`src/logic/seq_pkg.sv`:
```
// opcodes, instruction word union, memory port structs and peripheral address map
package seq_pkg;

  // opcode sits in the top nibble of every instruction word
  typedef enum logic [3:0] {
    OP_HALT_NOP = 4'h0,
    OP_ADDI     = 4'h1,
    OP_ADD      = 4'h2,
    OP_SUB      = 4'h3,
    OP_LW       = 4'h4,
    OP_SW       = 4'h5,
    OP_BNE      = 4'h6
  } seq_op_e;

  // immediate format used by ADDI, LW, SW and BNE
  // for SW and BNE the rd field names the second source register
  typedef struct packed {
    seq_op_e            op;
    logic [2:0]         rd;
    logic [2:0]         rs;
    logic [5:0]         unused;
    logic signed [15:0] imm;
  } seq_instr_imm_t;

  // register format used by ADD and SUB
  typedef struct packed {
    seq_op_e     op;
    logic [2:0]  rd;
    logic [2:0]  rs;
    logic [2:0]  rt;
    logic [18:0] unused;
  } seq_instr_reg_t;

  // both views share op, rd and rs at the same bit positions
  typedef union packed {
    seq_instr_imm_t imm_view;
    seq_instr_reg_t reg_view;
  } seq_instr_u;

  // master to memory, held stable until gnt
  typedef struct packed {
    logic        req;
    logic        we;
    logic [31:0] addr;
    logic [31:0] wdata;
  } mem_req_t;

  // memory to master, rvalid follows the grant cycle by one
  typedef struct packed {
    logic        gnt;
    logic        rvalid;
    logic [31:0] rdata;
  } mem_rsp_t;

  // pseudo peripheral map above the RAM
  localparam logic [31:0] PERIPH_BASE = 32'h2000_0000;
  localparam logic [31:0] PASS_ADDR   = PERIPH_BASE;
  localparam logic [31:0] EXIT_ADDR   = PERIPH_BASE + 32'd4;

  // value written to PASS_ADDR that marks a passing test
  localparam logic [31:0] PASS_MAGIC  = 32'd123456789;

endpackage

```
`src/logic/mmio_periph.sv`:
```
// test verdict flags and exit value register written by peripheral stores
`timescale 1ns/1ps

module mmio_periph (
  input  logic        clk_i,
  input  logic        rst_n_i,

  input  logic        periph_we_i,
  input  logic [31:0] periph_addr_i,
  input  logic [31:0] periph_wdata_i,

  output logic        tests_passed_o,
  output logic        tests_failed_o,
  output logic        exit_valid_o,
  output logic [31:0] exit_value_o
);

  logic        passed_q;
  logic        failed_q;
  logic        exit_valid_q;
  logic [31:0] exit_value_q;

  // all four outputs hold their value until the next reset
  always_ff @(posedge clk_i or negedge rst_n_i) begin
    if (!rst_n_i) begin
      passed_q     <= 1'b0;
      failed_q     <= 1'b0;
      exit_valid_q <= 1'b0;
      exit_value_q <= 32'd0;
    end else if (periph_we_i) begin
      case (periph_addr_i)
        seq_pkg::PASS_ADDR: begin
          // only the magic value counts as a pass, anything else is a fail
          if (periph_wdata_i == seq_pkg::PASS_MAGIC) begin
            passed_q <= 1'b1;
          end else begin
            failed_q <= 1'b1;
          end
        end
        seq_pkg::EXIT_ADDR: begin
          exit_value_q <= periph_wdata_i;
          exit_valid_q <= 1'b1;
        end
        default: begin
          // other peripheral addresses have no register behind them
        end
      endcase
    end
  end

  assign tests_passed_o = passed_q;
  assign tests_failed_o = failed_q;
  assign exit_valid_o   = exit_valid_q;
  assign exit_value_o   = exit_value_q;

endmodule

```
`config.mk`:
```
export PLATFORM = sky130hd
export DESIGN_NAME = mmio_periph
export DESIGN_NICKNAME = d
export VERILOG_FILES = /design/src/logic/seq_pkg.sv /design/src/logic/mmio_periph.sv
export SDC_FILE = /design/constraint.sdc
export NUM_CORES = 1
export LEC_CHECK = 0
export ABC_AREA = 1
export BUFFER_PORTS_ARGS = -buffer_cell sky130_fd_sc_hd__buf_2
export CORE_ASPECT_RATIO = 0.6
export CORE_MARGIN = 3
export CORE_UTILIZATION = 35
export CTS_CLUSTER_SIZE = 25
export DETAILED_ROUTE_END_ITERATION = 6
export PLACE_DENSITY = 0.67
export SKIP_LAST_GASP = 1
export SLEW_MARGIN = 5
export SYNTH_ARGS = -nofsm -noshare
export SYNTH_HDL_FRONTEND = slang
export SYNTH_SLANG_ARGS = --single-unit
```
`constraint.sdc`:
```
create_clock -name clk_i -period 1.5 [get_ports clk_i]
set_input_delay 0.3 -clock clk_i [delete_from_list [all_inputs] [get_ports clk_i]]
set_output_delay 0.3 -clock clk_i [all_outputs]
set_load 0.01 [all_outputs]
```
==> results of run 1 <==
[path summary, 6_finish.rpt]
path,start,to,depth (start not counted)
worst max-delay path,tests_failed_o,tests_failed_o,1
worst min-delay path,rst_n_i,exit_value_o[4],2
worst max register to register,exit_value_o[27],exit_value_o[27],3
worst min register to register,exit_valid_o,exit_valid_o,1
max in group asynchronous,rst_n_i,tests_passed_o,2
min in group clk_i,periph_wdata_i[19],exit_value_o[19],3
[cell families (layout without fill, tap and decap cells)]
group,count (synthesis),after routing
buf+inv,61,164
simple gates,139,139
compound gates,33,33
flops,35,35
[power groups by stage]
stage | Sequential (mW) | Combinational, mW | Clock (mW)
2_1_floorplan | 0.962 | 0.0352 | 0
3_3_place_gp | 0.961 | 0.157 | 0
3_5_place_dp | 0.961 | 0.158 | 0
4_1_cts | 0.944 | 0.159 | 0.638
5_1_grt | 0.943 | 0.179 | 0.684
6_report | 0.944 | 0.156 | 0.618
[layout make-up]
class | count | area, um^2 | area share [%]
sequential | 35 | 875.8 | 32.54
tap | 77 | 96.34 | 3.580
inverter | 49 | 183.9 | 6.834
clock buffer | 6 | 72.57 | 2.696
timing repair buffer | 109 | 603.1 | 22.41
multi-input combinational | 172 | 859.6 | 31.94
[synthesized netlist by cell type, drive strengths merged]
master,n,area (um^2)
buf,10,106.4
nor2b,1,6.260
inv,49,183.9
clkbuf,2,7.510
dfrtp,35,875.8
nand3,35,180.2
o21bai,33,266.5
nor2,38,157.7
nand2,63,236.5
or2,1,6.260
nand4,1,6.260
[metal layers]
| layer | wire length (um) | track usage [%] |
|---|---|---|
| met5 | 0 | 0 |
| met4 | 14 | 2.985 |
| met3 | 460 | 4.975 |
| met2 | 2102 | 24.36 |
| met1 | 2653 | 23.61 |
[metrics by stage]
step	total power, mW	hold WS (ps)
6_report	1.718	53.15
4_1_cts	1.740	72.21
5_1_grt	1.805	91.02
2_1_floorplan	0.9968	4.409
3_3_place_gp	1.118	366.5
3_5_place_dp	1.119	370.2
[flip-flops by register name, summed over array words and instances, names as in the netlist]
| name | flops |
|---|---|
| exit_valid_o | 1 |
| tests_passed_o | 1 |
| tests_failed_o | 1 |
| exit_value_o | 32 |
==> reports/metrics.cfg, run 1 <==
[synthesis]
synth_compound_area_share_pct=13.11
synth-simple-area-share_pct=29.17
yosysWarnings=0
synthMuxAreaShare_pct=0
synth_xor_xnor_area_share_pct=0
synth_top_family_by_area=simple AND/OR/NAND/NOR gates
synthCells=268
synth_area_um2=2033
ys_seq_area_share_pct=43.08
postSynthAreaPerCell_um2=7.587
synth.distinct_cells=17
ys_ff_latch=35
syn_nets=335
synthAdderAreaFrac_pct=0

[cells_and_area]
drive_above_1_share_pct=33.69
final_nets=439
fillCellCount=543
fin_area_um2=2691
antenna_cells=0
fin_util_pct=50.49
syn_to_final_growth_pct=32.37
mostFrequentLayoutCell=buf_2
fin_cells=448
mostFrequentLayoutCells=buf_2, nand2_1, inv_1

[timing]
fin_skew_ps=0
setup_tns_ps=0
maxSlewHeadroom_pct=69.05
grt_setup_unrepaired=false
fmax_mhz=886.8
setup_violations=0
min_period_ps=1128
tightest_slew_ps=464.3
hold_violations=0
worst_slack_ps=372.4
period_share_pct=75.18
maxSlewViolCount=0

[floorplan]
die_h_um=65.04
io_pins=102
dieWidth_um=104.4
rows=20
dieArea_um2=6790
core_area_um2=5330
initial_core_util_pct=38.15

[global_routing]
grt_antenna_before_repair=0
grt_usage_pct=16.38
grt-ovfl-total=0
grt_pass1_wl_um=8921
first_global_vias=1879
grt_max_degree=36

[clocking]
cts_setup_buffers=0
clkLatencyLatePin_ps=280
ctsHoldBuffers=0
cts-root-buf=clkbuf_8
cts_tree=done
cts_resized=0
clk_pin_slew_ps=70
cts_made_buffers=5
cts_max_path_buffers=2
htree_levels=2
clock_sinks=35

[critical_path]
critPathMaxFanout=2
worst_ep_arrival_time_ps=830
crit_family=flip-flops
cpPeakStageDelay_ps=400
end_kind=output pin
slowest_stage=dfrtp_1
path_cells=buf_2
path_buf_inv=1
crit_type=register to output pin
r2r_setup_slack_ps=780
worst-endpoint-required_ps=1200
start_kind=register

[placement]
io_buffers=101
dpl-instance-area_um2=2619
place.gp.congestion=0.8102
dp_cells=442
preCtsSetupSlack_ps=99.34
dpl.hpwl_um=3956

[routing]
wl_um=5230
vias=1982
drt_iter0_drc=69
viasPerCell=4.424
drt-wirelength-per-cell_um=11.67
drc=0
drtPass1Iterations=4
antenna_left=0

[pwr]
netSwitchingPower_uw=387.3
ir_drop_v=0.0002975
switching_share_pct=22.54
seqPwrFrac_pct=54.9
p_comb_share_pct=9.1
clkPwrFrac_pct=36.0
p_int_mw=1.331
power_density_nw_per_um2=638.4
leakagePower_nw=1.365

[worst_hold_path]
hold_path_class=primary input to asynchronous set/reset pin

[status]
status=complete, no violations

[job]
max_cap_violations=0

Note: power is estimated with default switching activity, not from simulation.
==> inputs of run 2 (changes only) <==
--- a/config.mk
+++ b/config.mk
@@ -5,14 +5,14 @@
 export SDC_FILE = /design/constraint.sdc
 export NUM_CORES = 1
 export LEC_CHECK = 0
-export ABC_AREA = 1
+export ABC_AREA = 0
 export BUFFER_PORTS_ARGS = -buffer_cell sky130_fd_sc_hd__buf_2
 export CORE_ASPECT_RATIO = 0.6
 export CORE_MARGIN = 3
 export CORE_UTILIZATION = 35
 export CTS_CLUSTER_SIZE = 25
 export DETAILED_ROUTE_END_ITERATION = 6
-export PLACE_DENSITY = 0.67
+export PLACE_DENSITY = 0.75
 export SKIP_LAST_GASP = 1
 export SLEW_MARGIN = 5
 export SYNTH_ARGS = -nofsm -noshare
==> constraint.sdc (replaced) <==
create_clock -name clk_i -period 1 [get_ports clk_i]
set_input_delay 0.2 -clock clk_i [delete_from_list [all_inputs] [get_ports clk_i]]
set_output_delay 0.2 -clock clk_i [all_outputs]
set_load 0.01 [all_outputs]
==> run 2 against run 1 <==
The flow now finishes with violations (negative setup slack); register-to-register slack lost 680 ps; design area shrank 4.3%; synthesized cell count shrank 63%; routed wire length shrank 16%; non-clock buffer count grew 13; first-iteration DRC count shrank 72%; clock skew is the same; sequential cell count is the same; sequential share of layout area grew 1.5 points; global-route usage grew 1.5 points; critical path depth grew 6; critical endpoint is now exit_value_o[9]; largest cell class unchanged.
==> reports/metrics.cfg, run 2 <==
[status]
status=finished, violations left
violations=negative setup slack

[floorplan]
die_h_um=56.33  ; -13%
dieWidth_um=89.89  ; -14%
dieArea_um2=5063  ; -25%
rows=17  ; -15%
initial_core_util_pct=38.38  ; +0.24 points
core_area_um2=3850  ; -28%
io_pins=102  ; unchanged

[synthesis]
ys_ff_latch=35  ; unchanged
ys_async_sr_fraction_pct=100.0  ; unchanged
postSynthAreaPerCell_um2=15.08  ; +99%
synth.top_cells.by_area=dfrtp_1, mux2_2, nor4_1
synth_xor_xnor_area_share_pct=0  ; unchanged
syn_nets=165  ; -51%
synth_top_cell_by_area=dfrtp_1
synth_top_area_share_pct=59.27  ; +16 points
synthMuxAreaShare_pct=24.39  ; +24 points
synth_top_family_by_area=multiplexers
synth_commonest_cells=dfrtp_1, mux2_2, nor4_1
synthAdderAreaFrac_pct=0  ; unchanged
yosysWarnings=0  ; unchanged
synth_compound_area_share_pct=1.101  ; -12 points
yosysMostFrequentCell=dfrtp_1
synth-simple-area-share_pct=12.45  ; -17 points
synth.distinct_cells=17  ; unchanged
synth_edf_count=0  ; unchanged
synthCells=98  ; -63%
synth_flop_cell=dfrtp_1
synth_area_um2=1478  ; -27%
ys_seq_area_share_pct=59.27  ; +16 points

[timing]
maxSlewViolCount=0  ; unchanged
maxSlewHeadroom_pct=80.97  ; +12 points
setup_violations=42  ; +42
grt_setup_unrepaired=true
min_period_ps=1532
setup_tns_ps=-17130  ; -17130 ps
tightest_slew_ps=283.4  ; -180.9 ps
period_share_pct=153.2
fmax_mhz=652.6
fin_skew_ps=0  ; unchanged
worst_slack_ps=-532.4  ; -904.7 ps
hold_violations=0  ; unchanged

[critical_path]
critPathMaxFanout=8  ; +6
start_kind=primary input
worst-endpoint-required_ps=1160  ; -40 ps
crit_family=simple AND/OR/NAND/NOR gates
worst_ep_arrival_time_ps=1700  ; +870 ps
path_cells=buf_6 > nor4b_4 > nand4_1 > nor3_4 > buf_4 > clkbuf_16 > mux2_2
end_kind=register
cpPeakStageDelay_ps=330  ; -70 ps
crit_type=primary input to register
path_buf_inv=3  ; +2
slowest_stage=mux2_2

[routing]
drt-wirelength-per-cell_um=15.64  ; +34%
wl_um=4410  ; -16%
drc=0  ; unchanged
drtPass1Iterations=3  ; -1
viasPerCell=4.723  ; +6.8%
vias=1332  ; -33%
drt_iter0_drc=19  ; -72%
antenna_left=0  ; unchanged

[cells_and_area]
final_nets=291  ; -34%
largest_reg_flops=32  ; unchanged
mostFrequentLayoutCells=buf_2, dfrtp_1, mux2_2
drive_above_1_share_pct=77.33  ; +44 points
antenna_cells=0  ; unchanged
mostFrequentLayoutCell=buf_2
fin_util_pct=66.92  ; +16 points
syn_to_final_growth_pct=74.34
fin_area_um2=2576  ; -4.3%

[global_routing]
first_global_vias=1436  ; -24%
grt_antenna_before_repair=0  ; unchanged
grt_usage_pct=17.92  ; +1.5 points
grt_max_degree=36  ; unchanged
grt_pass1_wl_um=7141  ; -20%
grt-ovfl-total=0  ; unchanged

[placement]
dpl-instance-area_um2=2181  ; -17%
io_buffers=101  ; unchanged
preCtsSetupSlack_ps=-850.7  ; -950.0 ps
place.gp.congestion=0.7528  ; -7.1%
dpl.hpwl_um=3160  ; -20%

[pwr]
p_comb_share_pct=9.4  ; +0.3 points
seqPwrFrac_pct=47.2  ; -7.7 points
p_int_mw=2.378  ; +79%
ir_drop_v=0.0008535  ; +190%
total_power_mw=2.995  ; +74%
clkPwrFrac_pct=43.4  ; +7.4 points
switching_share_pct=20.61  ; -1.9 points
netSwitchingPower_uw=617.3  ; +59%
power_density_nw_per_um2=1163  ; +82%
leakagePower_nw=1.427  ; +4.5%

[clocking]
clk_pin_slew_ps=70  ; about the same
cts-root-buf=clkbuf_8
cts_tree=done
clock_sinks=35  ; unchanged
htree_levels=2  ; unchanged
cts_max_path_buffers=2  ; unchanged
clkLatencyLatePin_ps=280  ; about the same
cts_made_buffers=5  ; unchanged

[worst_hold_path]
hold_path_class=primary input to register

[job]
max_cap_violations=0  ; unchanged

[run 2: layout make-up]
type / instances / area (um^2)
clock buffers: 6 / 82.58
clock inverters: 2 / 35.03
fillers: 294 / 1274
well taps: 57 / 71.32
flip-flops and latches: 35 / 875.8
inverters: 2 / 7.507
multi-input cells: 58 / 715.7
repair buffers: 122 / 788.3
[run 2: stage by stage]
step / hold slack (ps) / instances
after floorplan: -95.59 / 98
after global placement: 176.0 / 262
after detailed placement: 178.7 / 262
after CTS: 150.7 / 279
after global routing: 149.5 / 282
final: 153.3 / 282
[run 2: power by group through the flow]
| stage | clock network, mW | registers, mW | logic, mW |
|---|---|---|---|
| 6_report | 1.30 | 1.41 | 0.282 |
| 3_3_place_gp | 0 | 1.44 | 0.239 |
| 3_5_place_dp | 0 | 1.44 | 0.242 |
| 2_1_floorplan | 0 | 1.44 | 0.0277 |
| 5_1_grt | 1.40 | 1.41 | 0.311 |
| 4_1_cts | 1.34 | 1.41 | 0.278 |
[run 2: worst paths after layout]
| check | startpoint | depth (start not counted) | end | slack, ps |
|---|---|---|---|---|
| max in group asynchronous | rst_n_i | 3 | exit_value_o[14] | 380 |
| min in group asynchronous | rst_n_i | 3 | exit_valid_o | 420 |
| worst max-delay path | periph_addr_i[26] | 7 | exit_value_o[9] | -530 |
| worst min-delay path | periph_wdata_i[18] | 2 | exit_value_o[18] | 150 |
| worst min register to register | exit_valid_o | 1 | exit_valid_o | 470 |
| worst max register to register | exit_value_o[22] | 2 | exit_value_o[22] | 100 |
[run 2: logic make-up (layout without fill, tap and decap cells)]
family	after synthesis	after routing
flip-flops	35	35
multiplexers	32	32
buffers and inverters	5	132
AO/OA/AOI/OAI	2	2
AND/OR/NAND/NOR	24	24
[run 2: layer usage]
layer | vias up | GRT usage (%) | part of all wire [%]
met5 | - | 0 | 0
met2 | 53 | 27.03 | 46
li1 | 630 | - | -
met1 | 647 | 25.13 | 47
met3 | 2 | 5.622 | 6.5
met4 | 0 | 4.575 | 0.32
[run 2: repair_timing]
item                                   in CTS  in global routing
hold buffers                                1                  0
endpoints found under the hold margin      35                  0
setup endpoints to repair                  63                 70
pin swaps                                   6                  6
gates resized for setup                    16                  7
gates cloned                                1                  1
buffers inserted                            9                  3
[run 2: worst reg2reg max path, delay by kind of cell (launching register included)]
family / cells / cell delay [ps]
muxes: 1 / 290
DFF: 1 / 370
buffers and inverters: 1 / 130
==> inputs of run 3 (changes only) <==
--- a/config.mk
+++ b/config.mk
@@ -7,12 +7,15 @@
 export LEC_CHECK = 0
 export ABC_AREA = 0
 export BUFFER_PORTS_ARGS = -buffer_cell sky130_fd_sc_hd__buf_2
+export CAP_MARGIN = 20
 export CORE_ASPECT_RATIO = 0.6
 export CORE_MARGIN = 3
 export CORE_UTILIZATION = 35
+export CTS_BUF_LIST = sky130_fd_sc_hd__clkbuf_2
 export CTS_CLUSTER_SIZE = 25
 export DETAILED_ROUTE_END_ITERATION = 6
 export PLACE_DENSITY = 0.75
+export REMOVE_ABC_BUFFERS = 1
 export SKIP_LAST_GASP = 1
 export SLEW_MARGIN = 5
 export SYNTH_ARGS = -nofsm -noshare
==> run 3 against run 2 <==
The flow still finishes with violations (negative setup slack); global-route usage up 1.4 points; routed wire length up 19%; first-iteration DRC count rose to 3.5 times the previous value; sequential share of layout area down 2.4 points; final cell count up 5.3%; hold slack worse by 130 ps; clock power down 49%; clock-buffer cell count down 1; largest power group unchanged.
==> reports/metrics.cfg, run 3 (synthesis gave the netlist of run 2 again) <==
[routing]
wl_um=5234  ; +19%
drt-wirelength-per-cell_um=17.62  ; +13%
drc=0  ; unchanged
drtPass1Iterations=6  ; +3
drt_iter0_drc=66  ; +47
antenna_left=0  ; unchanged
viasPerCell=4.848  ; +2.6%
vias=1440  ; +8.1%

[timing]
hold_violations=0  ; unchanged
min_period_ps=1368  ; -164.3 ps
whs_ps=27.80  ; -125.5 ps
fin_skew_ps=0  ; unchanged
worst_slack_ps=-368.0  ; +164.3 ps
maxSlewViolCount=0  ; unchanged
fmax_mhz=731.0  ; +12%
setup_violations=69  ; +64%
maxSlewHeadroom_pct=80.43  ; -0.53 points
grt_setup_unrepaired=true
period_share_pct=136.8  ; -16 points
tightest_slew_ps=291.3  ; +7.958 ps

[cells_and_area]
largest_reg_flops=32  ; unchanged
antenna_cells=0  ; unchanged
final_nets=306  ; +5.2%
syn_to_final_growth_pct=87.64
drive_above_1_share_pct=79.58  ; +2.2 points
mostFrequentLayoutCells=buf_2, dfrtp_1, mux2_4
fin_area_um2=2773  ; +7.6%
fin_cells=297  ; +5.3%
mostFrequentLayoutCell=buf_2

[global_routing]
grt_antenna_before_repair=0  ; unchanged
grt_max_degree=36  ; unchanged
first_global_vias=1491  ; +3.8%
grt_pass1_wl_um=7562  ; +5.9%
grt-ovfl-total=0  ; unchanged
grt_usage_pct=19.27  ; +1.4 points

[clocking]
htree_levels=2  ; unchanged
cts_tree=done
clk_pin_slew_ps=200  ; +130 ps
clkLatencyLatePin_ps=380  ; +100 ps
clock_sinks=35  ; unchanged
cts_max_path_buffers=2  ; unchanged
cts-root-buf=clkbuf_2
cts_made_buffers=5  ; unchanged

[pwr]
total_power_mw=2.373  ; -21%
power_density_nw_per_um2=855.9  ; -26%
ir_drop_v=0.0005121  ; -40%
leakagePower_nw=1.511  ; +5.9%

[floorplan]
die_h_um=56.33  ; unchanged
rows=17  ; unchanged
initial_core_util_pct=38.38  ; unchanged
io_pins=102  ; unchanged
core_area_um2=3850  ; unchanged
dieWidth_um=89.89  ; unchanged
dieArea_um2=5063  ; unchanged

[worst_hold_path]
hold_path_class=primary input to register
min_from=periph_wdata_i[13]

[status]
violations=negative setup slack
status=finished, violations left

[critical_path]
worst_ep_arrival_time_ps=1650  ; -50 ps
start_kind=primary input
worst-endpoint-required_ps=1280  ; +120 ps
reg2reg_from=exit_value_o[26]
slowest_stage=mux2_4
cpPeakStageDelay_ps=300  ; -30 ps
timing.critical_path.from=periph_addr_i[21]
crit_type=primary input to register
path_buf_inv=3  ; unchanged
critPathMaxFanout=8  ; unchanged
path_cells=buf_8 > nor4_4 > nand4_1 > nor3_4 > buf_6 > buf_16 > mux2_4
end_kind=register
crit_family=simple AND/OR/NAND/NOR gates

[job]
max_cap_violations=0  ; unchanged

[placement]
dp_cells=262  ; unchanged
dpl-instance-area_um2=2113  ; -3.1%
place.gp.congestion=0.8520  ; +13%
dpl.hpwl_um=3057  ; -3.3%
io_buffers=101  ; unchanged

run 3: cell count changes in the layout (fill, tap and decap cells not counted), sizes merged:
cell / before / now
buf: 120 / 135
bufinv: 1 / 0
clkbuf: 7 / 6
clkinv: 1 / 3
run 3: final cells by class:
| class | instances | area, um^2 |
|---|---|---|
| clock buffers | 5 | 25.02 |
| clock inverters | 3 | 15.01 |
| fillers | 256 | 1077 |
| inverters | 2 | 7.507 |
| multi-input cells | 58 | 817.0 |
| flip-flops and latches | 35 | 875.8 |
| well taps | 57 | 71.32 |
| repair buffers | 137 | 960.9 |
run 3: per-layer routing:
metal,GRT usage [%],wire (um)
met5,0,0
met4,5.229,78
met3,4.953,292
met2,29.70,2507
met1,27.13,2355
run 3: timing repair:
| item | CTS | global route |
|---|---|---|
| endpoints found under the setup margin | 70 | 70 |
| cloned | 3 | 1 |
| resized for setup | 37 | 32 |
| setup buffers | 11 | 12 |
| endpoints found under the hold margin | 35 | 0 |
| pin swaps | 5 | 9 |
| hold buffers | 1 | 0 |
run 3: report_power, final:
part	internal (mW)	switching (mW)	leakage, nW	total, mW
Clock	0.161	0.507	0.0325	0.668
Combinational	0.161	0.127	0.995	0.288
Sequential	1.42	0.00000000690	0.484	1.42
run 3: stage by stage:
step                setup slack [ps]  utilization (%)  TNS, ps
global placement              -854.6            54.89   -28690
floorplan                      -1115                -   -36740
detailed placement            -837.4            54.89   -28020
global route                  -397.0            72.02   -19540
CTS                           -320.0            64.93   -15550
finish                        -368.0            72.02   -16250
run 3: path summary, 6_finish.rpt:
path	to	slack (ps)	cells past startpoint
max in group asynchronous	exit_value_o[20]	510	3
max	exit_value_o[18]	-370	7
max reg2reg	exit_value_o[26]	-20	3
min	exit_value_o[13]	30	2
min reg2reg	exit_valid_o	520	1
min in group asynchronous	exit_value_o[12]	280	3
